--- src/verilog/rvmini_pkg.sv ---
/*
  Shared constants for the RV32 subset core.
  Only LUI, ADDI, ADD and BNE are decoded; everything else is illegal.
  BOOT_ADDR must stay word aligned.
*/
package rvmini_pkg;

  // Datapath and address width
  localparam int unsigned XLEN       = 32;
  // Register index width for 32 architectural registers
  localparam int unsigned REG_ADDR_W = 5;
  // Width of the retirement logger counters
  localparam int unsigned CNT_W      = 32;

  // First fetch address after reset
  localparam logic [XLEN-1:0] BOOT_ADDR = 32'h0000_0080;

  // Major opcodes, bits [6:0] of the instruction word
  localparam logic [6:0] OPC_LUI    = 7'b0110111;
  localparam logic [6:0] OPC_OP_IMM = 7'b0010011;
  localparam logic [6:0] OPC_OP     = 7'b0110011;
  localparam logic [6:0] OPC_BRANCH = 7'b1100011;

  // funct3 values
  localparam logic [2:0] F3_ADD_ADDI = 3'b000;
  localparam logic [2:0] F3_BNE      = 3'b001;

  // funct7 for ADD (SUB would set bit 5)
  localparam logic [6:0] F7_ADD = 7'b0000000;

endpackage

--- src/verilog/rvmini_fetch.sv ---
/*
  Instruction fetch with one outstanding request on the req/gnt/rvalid bus.
  The request and address stay stable until granted, even if fetch enable drops.
  A new request rises exactly one cycle after the matching rvalid.
*/
`timescale 1ns/1ps

module rvmini_fetch import rvmini_pkg::*; (
  input  logic            clk_i,
  input  logic            arst_n_i,
  input  logic            fetch_enable_i,

  // Instruction bus
  output logic            instr_req_o,
  output logic [XLEN-1:0] instr_addr_o,
  input  logic            instr_gnt_i,
  input  logic            instr_rvalid_i,
  input  logic [XLEN-1:0] instr_rdata_i,

  // Redirect from the execute unit
  input  logic [XLEN-1:0] next_pc_i,

  // Fetched instruction towards execute
  output logic            instr_valid_o,
  output logic [XLEN-1:0] instr_word_o,
  output logic [XLEN-1:0] instr_pc_o,
  output logic            busy_o
);

  typedef enum logic {
    FETCH_IDLE,
    FETCH_WAIT
  } fetch_state_e;

  fetch_state_e    state_q;
  logic            req_q;
  logic [XLEN-1:0] pc_q;

  always_ff @(posedge clk_i or negedge arst_n_i) begin
    if (!arst_n_i) begin
      state_q <= FETCH_IDLE;
      req_q   <= 1'b0;
      pc_q    <= BOOT_ADDR;
    end else begin
      case (state_q)
        FETCH_IDLE: begin
          if (req_q) begin
            // The grant accepts the request and the address becomes outstanding
            if (instr_gnt_i) begin
              req_q   <= 1'b0;
              state_q <= FETCH_WAIT;
            end
          end else if (fetch_enable_i) begin
            req_q <= 1'b1;
          end
        end
        FETCH_WAIT: begin
          if (instr_rvalid_i) begin
            state_q <= FETCH_IDLE;
            pc_q    <= next_pc_i;
            // Back-to-back fetch one cycle after the response
            req_q   <= fetch_enable_i;
          end
        end
        default: state_q <= FETCH_IDLE;
      endcase
    end
  end

  assign instr_req_o  = req_q;
  assign instr_addr_o = pc_q;

  // pc_q only moves on rvalid, so it still names the accepted fetch here
  assign instr_valid_o = (state_q == FETCH_WAIT) && instr_rvalid_i;
  assign instr_word_o  = instr_rdata_i;
  assign instr_pc_o    = pc_q;

  assign busy_o = req_q || (state_q == FETCH_WAIT);

endmodule

--- src/verilog/rvmini_execute.sv ---
/*
  Single-cycle execute for LUI, ADDI, ADD and BNE with a 32 x 32 register file.
  Everything else retires as illegal with no write and a next PC of pc + 4.
  Retirement outputs and next_pc_o are combinational from instr_valid_i.
*/
`timescale 1ns/1ps

module rvmini_execute import rvmini_pkg::*; (
  input  logic                  clk_i,
  input  logic                  arst_n_i,

  input  logic                  instr_valid_i,
  input  logic [XLEN-1:0]       instr_word_i,
  input  logic [XLEN-1:0]       instr_pc_i,

  output logic [XLEN-1:0]       next_pc_o,

  // Retirement report
  output logic                  retire_valid_o,
  output logic [XLEN-1:0]       retire_pc_o,
  output logic                  retire_illegal_o,
  output logic                  retire_we_o,
  output logic [REG_ADDR_W-1:0] retire_rd_o,
  output logic [XLEN-1:0]       retire_wdata_o
);

  logic [XLEN-1:0]       rf_q [32];

  logic [6:0]            opcode;
  logic [2:0]            funct3;
  logic [6:0]            funct7;
  logic [REG_ADDR_W-1:0] rd;
  logic [REG_ADDR_W-1:0] rs1;
  logic [REG_ADDR_W-1:0] rs2;
  logic [XLEN-1:0]       rs1_val;
  logic [XLEN-1:0]       rs2_val;
  logic [XLEN-1:0]       imm_i;
  logic [XLEN-1:0]       imm_u;
  logic [XLEN-1:0]       imm_b;
  logic                  legal;
  logic                  writes_rd;
  logic                  branch_taken;
  logic [XLEN-1:0]       result;

  // Instruction fields
  assign opcode = instr_word_i[6:0];
  assign rd     = instr_word_i[11:7];
  assign funct3 = instr_word_i[14:12];
  assign rs1    = instr_word_i[19:15];
  assign rs2    = instr_word_i[24:20];
  assign funct7 = instr_word_i[31:25];

  assign imm_i = {{20{instr_word_i[31]}}, instr_word_i[31:20]};
  assign imm_u = {instr_word_i[31:12], 12'b0};
  assign imm_b = {{20{instr_word_i[31]}}, instr_word_i[7], instr_word_i[30:25],
                  instr_word_i[11:8], 1'b0};

  // x0 is hardwired to zero
  assign rs1_val = (rs1 == '0) ? '0 : rf_q[rs1];
  assign rs2_val = (rs2 == '0) ? '0 : rf_q[rs2];

  always_comb begin
    legal        = 1'b0;
    writes_rd    = 1'b0;
    branch_taken = 1'b0;
    result       = '0;
    case (opcode)
      OPC_LUI: begin
        legal     = 1'b1;
        writes_rd = 1'b1;
        result    = imm_u;
      end
      OPC_OP_IMM: begin
        if (funct3 == F3_ADD_ADDI) begin
          legal     = 1'b1;
          writes_rd = 1'b1;
          result    = rs1_val + imm_i;
        end
      end
      OPC_OP: begin
        if (funct3 == F3_ADD_ADDI && funct7 == F7_ADD) begin
          legal     = 1'b1;
          writes_rd = 1'b1;
          result    = rs1_val + rs2_val;
        end
      end
      OPC_BRANCH: begin
        if (funct3 == F3_BNE) begin
          legal        = 1'b1;
          branch_taken = (rs1_val != rs2_val);
        end
      end
      default: legal = 1'b0;
    endcase
  end

  assign next_pc_o = branch_taken ? (instr_pc_i + imm_b) : (instr_pc_i + XLEN'(4));

  assign retire_valid_o   = instr_valid_i;
  assign retire_pc_o      = instr_pc_i;
  assign retire_illegal_o = instr_valid_i && !legal;
  // Writes to x0 are dropped and reported as no write
  assign retire_we_o      = instr_valid_i && writes_rd && (rd != '0);
  assign retire_rd_o      = rd;
  assign retire_wdata_o   = result;

  always_ff @(posedge clk_i or negedge arst_n_i) begin
    if (!arst_n_i) begin
      for (int i = 0; i < 32; i++) begin
        rf_q[i] <= '0;
      end
    end else if (retire_we_o) begin
      rf_q[rd] <= result;
    end
  end

endmodule

--- src/verilog/rvmini_core.sv ---
/*
  Core built from the fetch unit and the execute unit.
  Sleep is reported once fetch is disabled and no request is outstanding.
*/
`timescale 1ns/1ps

module rvmini_core import rvmini_pkg::*; (
  input  logic                  clk_i,
  input  logic                  arst_n_i,
  input  logic                  fetch_enable_i,

  // Instruction bus
  output logic                  instr_req_o,
  output logic [XLEN-1:0]       instr_addr_o,
  input  logic                  instr_gnt_i,
  input  logic                  instr_rvalid_i,
  input  logic [XLEN-1:0]       instr_rdata_i,

  // Retirement
  output logic                  retire_valid_o,
  output logic [XLEN-1:0]       retire_pc_o,
  output logic                  retire_illegal_o,
  output logic                  retire_we_o,
  output logic [REG_ADDR_W-1:0] retire_rd_o,
  output logic [XLEN-1:0]       retire_wdata_o,

  output logic                  core_sleep_o
);

  logic            instr_valid;
  logic [XLEN-1:0] instr_word;
  logic [XLEN-1:0] instr_pc;
  logic [XLEN-1:0] next_pc;
  logic            fetch_busy;

  rvmini_fetch fetch_i (
    .clk_i          ( clk_i          ),
    .arst_n_i       ( arst_n_i       ),
    .fetch_enable_i ( fetch_enable_i ),
    .instr_req_o    ( instr_req_o    ),
    .instr_addr_o   ( instr_addr_o   ),
    .instr_gnt_i    ( instr_gnt_i    ),
    .instr_rvalid_i ( instr_rvalid_i ),
    .instr_rdata_i  ( instr_rdata_i  ),
    .next_pc_i      ( next_pc        ),
    .instr_valid_o  ( instr_valid    ),
    .instr_word_o   ( instr_word     ),
    .instr_pc_o     ( instr_pc       ),
    .busy_o         ( fetch_busy     )
  );

  rvmini_execute execute_i (
    .clk_i            ( clk_i            ),
    .arst_n_i         ( arst_n_i         ),
    .instr_valid_i    ( instr_valid      ),
    .instr_word_i     ( instr_word       ),
    .instr_pc_i       ( instr_pc         ),
    .next_pc_o        ( next_pc          ),
    .retire_valid_o   ( retire_valid_o   ),
    .retire_pc_o      ( retire_pc_o      ),
    .retire_illegal_o ( retire_illegal_o ),
    .retire_we_o      ( retire_we_o      ),
    .retire_rd_o      ( retire_rd_o      ),
    .retire_wdata_o   ( retire_wdata_o   )
  );

  assign core_sleep_o = !fetch_enable_i && !fetch_busy;

endmodule

--- src/verilog/rvmini_retire_log.sv ---
/*
  Retirement statistics. Counters saturate at all ones.
  Values update on the edge that ends the retire cycle.
*/
`timescale 1ns/1ps

module rvmini_retire_log import rvmini_pkg::*; (
  input  logic             clk_i,
  input  logic             arst_n_i,

  input  logic             retire_valid_i,
  input  logic             retire_illegal_i,
  input  logic [XLEN-1:0]  retire_pc_i,

  output logic [CNT_W-1:0] instret_o,
  output logic [CNT_W-1:0] illegal_cnt_o,
  output logic [XLEN-1:0]  last_pc_o
);

  logic [CNT_W-1:0] instret_q;
  logic [CNT_W-1:0] illegal_cnt_q;
  logic [XLEN-1:0]  last_pc_q;

  always_ff @(posedge clk_i or negedge arst_n_i) begin
    if (!arst_n_i) begin
      instret_q     <= '0;
      illegal_cnt_q <= '0;
      last_pc_q     <= '0;
    end else if (retire_valid_i) begin
      last_pc_q <= retire_pc_i;
      if (instret_q != '1) begin
        instret_q <= instret_q + 1'b1;
      end
      // Illegal words still retire, so they count in both
      if (retire_illegal_i && illegal_cnt_q != '1) begin
        illegal_cnt_q <= illegal_cnt_q + 1'b1;
      end
    end
  end

  assign instret_o     = instret_q;
  assign illegal_cnt_o = illegal_cnt_q;
  assign last_pc_o     = last_pc_q;

endmodule

--- src/verilog/rvmini_wrapper.sv ---
/*
  Top level with the core and the retirement logger watching the same retire port.
  Retirement outputs follow instr_rvalid_i in the same cycle; counters lag one cycle.
*/
`timescale 1ns/1ps

module rvmini_wrapper import rvmini_pkg::*; (
  input  logic                  clk_i,
  input  logic                  arst_n_i,
  input  logic                  fetch_enable_i,

  // Instruction bus
  output logic                  instr_req_o,
  output logic [XLEN-1:0]       instr_addr_o,
  input  logic                  instr_gnt_i,
  input  logic                  instr_rvalid_i,
  input  logic [XLEN-1:0]       instr_rdata_i,

  // Retirement
  output logic                  retire_valid_o,
  output logic [XLEN-1:0]       retire_pc_o,
  output logic                  retire_illegal_o,
  output logic                  retire_we_o,
  output logic [REG_ADDR_W-1:0] retire_rd_o,
  output logic [XLEN-1:0]       retire_wdata_o,

  // Statistics
  output logic [CNT_W-1:0]      instret_o,
  output logic [CNT_W-1:0]      illegal_cnt_o,
  output logic [XLEN-1:0]       last_pc_o,

  output logic                  core_sleep_o
);

  rvmini_core core_i (
    .clk_i            ( clk_i            ),
    .arst_n_i         ( arst_n_i         ),
    .fetch_enable_i   ( fetch_enable_i   ),
    .instr_req_o      ( instr_req_o      ),
    .instr_addr_o     ( instr_addr_o     ),
    .instr_gnt_i      ( instr_gnt_i      ),
    .instr_rvalid_i   ( instr_rvalid_i   ),
    .instr_rdata_i    ( instr_rdata_i    ),
    .retire_valid_o   ( retire_valid_o   ),
    .retire_pc_o      ( retire_pc_o      ),
    .retire_illegal_o ( retire_illegal_o ),
    .retire_we_o      ( retire_we_o      ),
    .retire_rd_o      ( retire_rd_o      ),
    .retire_wdata_o   ( retire_wdata_o   ),
    .core_sleep_o     ( core_sleep_o     )
  );

  rvmini_retire_log retire_log_i (
    .clk_i            ( clk_i            ),
    .arst_n_i         ( arst_n_i         ),
    .retire_valid_i   ( retire_valid_o   ),
    .retire_illegal_i ( retire_illegal_o ),
    .retire_pc_i      ( retire_pc_o      ),
    .instret_o        ( instret_o        ),
    .illegal_cnt_o    ( illegal_cnt_o    ),
    .last_pc_o        ( last_pc_o        )
  );

endmodule

--- config.mk ---
export PLATFORM = sky130hd
export DESIGN_NAME = rvmini_wrapper
export DESIGN_NICKNAME = d
export VERILOG_FILES = /design/src/verilog/rvmini_pkg.sv /design/src/verilog/rvmini_fetch.sv /design/src/verilog/rvmini_execute.sv /design/src/verilog/rvmini_core.sv /design/src/verilog/rvmini_retire_log.sv /design/src/verilog/rvmini_wrapper.sv
export SDC_FILE = /design/constraint.sdc
export NUM_CORES = 2
export LEC_CHECK = 0
export BUFFER_PORTS_ARGS = -buffer_cell sky130_fd_sc_hd__buf_2
export CAP_MARGIN = 20
export CELL_PAD_IN_SITES_DETAIL_PLACEMENT = 1
export CELL_PAD_IN_SITES_GLOBAL_PLACEMENT = 2
export CORE_MARGIN = 10
export CORE_UTILIZATION = 45
export CTS_BUF_LIST = sky130_fd_sc_hd__clkbuf_8
export CTS_CLUSTER_SIZE = 14
export DETAILED_ROUTE_END_ITERATION = 16
export GPL_TIMING_DRIVEN = 0
export MAX_ROUTING_LAYER = met4
export PLACE_DENSITY = 0.92
export SLEW_MARGIN = 20
export SYNTH_ARGS = -nofsm -noshare
export SYNTH_HDL_FRONTEND = slang
export SYNTH_SLANG_ARGS = --single-unit
--- constraint.sdc ---
create_clock -name clk_i -period 19.9 [get_ports clk_i]
set_clock_uncertainty 0.15 [all_clocks]
set_input_delay 3.98 -clock clk_i [delete_from_list [all_inputs] [get_ports clk_i]]
set_output_delay 3.98 -clock clk_i [all_outputs]
set_load 0.05 [all_outputs]
==> results.tsv <==
metric	value	unit
Synth Area in Compound Gates	14.2	%
cell leakage power	32.5	nW
GRT overflow	0	
most common library cell in the layout ignoring fill and taps	sky130_fd_sc_hd__dfrtp_1	
die width	400	um
Max Fclk	54.6	MHz
mean cell area of the mapped netlist	10.7	sq um
number of buffers created by CTS	198	
cells taking the most area after synthesis	sky130_fd_sc_hd__dfrtp_1, sky130_fd_sc_hd__mux4_2, sky130_fd_sc_hd__o21ai_0	
Synth Area in Simple Gates	11.2	%
netlist area before placement	64900	sq um
HP Class	reg2reg	
routed vias/inst	6.62	
area of the die	160000	sq um
total detailed-routing wirelength	294	mm
routability congestion estimate from global placement	1.01	
post-route minimum period	18.32	ns
starting utilization of the core area	45.2	%
Via Count	57000	
unrepaired setup endpoints after global routing	false	
number of antenna-violating nets in the routed design	0	
worst path arrival time	14.19	ns
R2R setup slack	12.74	ns
Clock Latency Late Sink	1.00	ns
total of warnings raised by yosys	0	
adder and majority gate portion of the synthesized area	1.88	%
Clock Tree Root	sky130_fd_sc_hd__clkbuf_8	
number of pins with negative max-slew slack in the final report	0	
placed wire-length estimate	228	mm
worst-case headroom to the max-slew limit	10.9	%
fraction of synthesized area in multiplexers	21.8	%
vias in the first global route	58100	
number of endpoints with negative hold slack in the final report	0	
worst hold path depth	2	
Critical Path End Type	output pin	
async set-reset flop share out of synthesis	100	%
Post-CTS Hold Buffers	0	
number of antenna violations at the first check in global routing	18	
first-pass GRT wire length	418	mm
cell taking the most area after synthesis	sky130_fd_sc_hd__dfrtp_1	
area share of xor/xnor cells in the synthesized design	1.94	%
CTS tree	yes	
endpoint of the worst register-to-register path	core_i.execute_i.rf_q[254]	
die extent in y	400	um
part of the Yosys area used for sequential elements	44.4	%
biggest fanout along the worst timing path	11	
number of port buffers	229	
setup TNS after final layout	0	ns
result of the run	finished clean	
number of DRC violations after detailed-routing iteration 0	7007	
actual slew at the worst max-slew pin	1.34	ns
worst supply voltage drop on vdd	0.0000791	V
CTS resizes	0	
dominant combinational cell family by area after synthesis	multiplexers	
post-route fraction of the period consumed by the critical path	92.0	%
EDFF count, synth	0	
number of distinct standard cells referenced by the synthesized netlist	109	
fraction of final layout cells sized beyond drive strength 1	22.3	%
category of the most critical setup path	in2out	
GR Util All Layers	37.4	%
setup-violating endpoint count in the final report	0	
Pre-antenna DRT Iters	6	
number of top-level pins	239	
reg-to-reg startpoint	core_i.execute_i.rf_q[65]	
Layout area overhead	13.4	%
level count of the clock H-tree	4	
area of the placeable core	143000	sq um
largest net degree at the start of global routing	134	
cell row count	139	
total of max-cap violations	0	
clock transition at the registers of the reported paths	0.06	ns
worst hold start	retire_log_i.last_pc_o[16]	
total power density per cell area	73.4	nW/um^2
area share of the leading cell type in the synthesized netlist	44.4	%
highest-count cells in the layout ignoring fill and taps	sky130_fd_sc_hd__dfrtp_1, sky130_fd_sc_hd__nand2_1, sky130_fd_sc_hd__o21ai_0	
number of nets in the layout	6673	
data required time of the worst path	15.77	ns
post-route cell area	73500	sq um
number of buffers between clock root and the deepest sink	3	
synthesized instance count	6061	
r2r worst-path depth	19	
#FFs+latches synth	1152	
buffer count from post-CTS setup fixing	0	
Post-route DRC	0	
routed wire length per instance	34.1	um
endpoint of the worst hold path	retire_log_i.last_pc_o[16]	
post-detailed-placement cell area	69500	sq um
type of element launching the critical path	input port	
dominant register cell in the synthesized netlist	sky130_fd_sc_hd__dfrtp_1	
number of clock sinks	1152	
## Yosys cell counts, types with 19 or more instances
cell / n
sky130_fd_sc_hd__o21ai_1: 29
sky130_fd_sc_hd__buf_2: 45
sky130_fd_sc_hd__mux2_2: 45
sky130_fd_sc_hd__a21oi_1: 280
sky130_fd_sc_hd__buf_1: 43
sky130_fd_sc_hd__a221oi_1: 27
sky130_fd_sc_hd__ha_1: 92
sky130_fd_sc_hd__o21ai_0: 835
sky130_fd_sc_hd__nor3_1: 38
sky130_fd_sc_hd__a31oi_1: 24
sky130_fd_sc_hd__a22oi_1: 34
sky130_fd_sc_hd__buf_4: 48
sky130_fd_sc_hd__xnor2_1: 95
sky130_fd_sc_hd__xor2_1: 40
sky130_fd_sc_hd__mux4_2: 540
sky130_fd_sc_hd__mux2i_1: 135
sky130_fd_sc_hd__o221ai_1: 28
sky130_fd_sc_hd__buf_6: 26
sky130_fd_sc_hd__nand2_1: 1030
sky130_fd_sc_hd__dfrtp_1: 1151
sky130_fd_sc_hd__o21ai_2: 21
sky130_fd_sc_hd__nand4_1: 39
sky130_fd_sc_hd__clkbuf_1: 420
sky130_fd_sc_hd__a21o_1: 66
sky130_fd_sc_hd__or3_1: 20
sky130_fd_sc_hd__a21oi_2: 60
sky130_fd_sc_hd__and2_1: 19
sky130_fd_sc_hd__nor2_1: 376
sky130_fd_sc_hd__and3_1: 34
sky130_fd_sc_hd__nand3_1: 80
sky130_fd_sc_hd__inv_1: 68
## worst max-delay path: stages
cell and delay (ns):
sky130_fd_sc_hd__buf_6 0.14, sky130_fd_sc_hd__buf_6 0.23, sky130_fd_sc_hd__buf_6 0.23, sky130_fd_sc_hd__buf_6 0.22, sky130_fd_sc_hd__buf_2 0.30, sky130_fd_sc_hd__buf_2 0.62
sky130_fd_sc_hd__buf_2 0.80, sky130_fd_sc_hd__buf_2 0.86, sky130_fd_sc_hd__buf_2 0.60, sky130_fd_sc_hd__mux2i_1 0.15, sky130_fd_sc_hd__o221ai_1 0.19, sky130_fd_sc_hd__a221oi_1 0.17
sky130_fd_sc_hd__nor3_1 0.94, sky130_fd_sc_hd__ha_1 0.40, sky130_fd_sc_hd__buf_6 0.15, sky130_fd_sc_hd__a21oi_1 0.18, sky130_fd_sc_hd__o21ai_0 0.17, sky130_fd_sc_hd__a21oi_1 0.18
sky130_fd_sc_hd__o21bai_1 0.10, sky130_fd_sc_hd__a2111oi_0 0.87, sky130_fd_sc_hd__o31ai_1 0.21, sky130_fd_sc_hd__a311oi_1 0.37, sky130_fd_sc_hd__o31ai_1 0.18, sky130_fd_sc_hd__a21o_1 0.20
sky130_fd_sc_hd__a211oi_2 0.93, sky130_fd_sc_hd__buf_2 0.43, sky130_fd_sc_hd__inv_1 0.06, sky130_fd_sc_hd__buf_2 0.23
## where the power goes
group,switching [mW],internal (mW),total [mW]
registers,0.0375,2.37,2.41
clock network,1.10,1.14,2.24
logic,0.544,0.202,0.747
total,1.68,3.72,5.40
## cell type report
| type | instances | area [sq um] |
|---|---|---|
| flip-flops and latches | 1152 | 28800 |
| well taps | 1903 | 2380 |
| multi-input cells | 4250 | 33200 |
| clock buffers | 241 | 3320 |
| inverters | 71 | 267 |
| diodes | 19 | 47.5 |
| clock inverters | 110 | 633 |
| plain buffers | 590 | 2780 |
| repair buffers | 280 | 2090 |
| fillers | 15700 | 69900 |
## logic make-up after synthesis
logic type | count (synthesis)
simple gates | 1729
compound gates | 1556
flops | 1152
mux | 725
buf+inv | 661
xor+xnor | 139
fa+ha+maj | 98
other cells | 1
## per-stage QoR
stage	setup WS, ns	total power [mW]	hold slack, ns	util (%)	cells
2_1_floorplan	5.75	2.88	0.279	-	6063
3_3_place_gp	-11.36	3.16	0.303	47.7	8195
3_5_place_dp	1.86	3.19	0.312	48.4	8241
4_1_cts	1.82	5.39	0.328	51.2	8592
5_1_grt	1.57	5.55	0.342	51.2	8612
6_report	1.58	5.40	0.322	51.3	8616
## layer usage
layer	GRT usage (%)	part of all wire (%)	vias up
met5	-	0	-
met4	24.9	8.1	0
met3	11.2	12	966
met2	54.9	45	3481
met1	44.5	36	29500
li1	-	-	23000
## sequential cells by signal, summed over array words and instances, names as in the netlist
signal,flops
core_i.fetch_i.instr_req_o,1
core_i.execute_i.rf_q,1024
core_i.fetch_i.instr_addr_o,31
retire_log_i.illegal_cnt_o,32
core_i.fetch_i.state_q,1
retire_log_i.instret_o,32
retire_log_i.last_pc_o,31
## how the worst max path moves through the flow
| stage | start | end | cells after the start | slack (ns) |
|---|---|---|---|---|
| after global placement | arst_n_i | core_i.execute_i.rf_q[61] | 1 | -11.36 |
| final | instr_rdata_i[15] | retire_wdata_o[30] | 28 | 1.58 |
| after detailed placement | instr_rdata_i[16] | retire_wdata_o[22] | 25 | 1.86 |
| after global routing | instr_rdata_i[21] | retire_wdata_o[30] | 24 | 1.57 |
| after CTS | instr_rdata_i[16] | retire_wdata_o[22] | 25 | 1.82 |
| after floorplan | instr_rdata_i[15] | retire_wdata_o[30] | 25 | 5.75 |
Power figures use the tool's default switching activity.
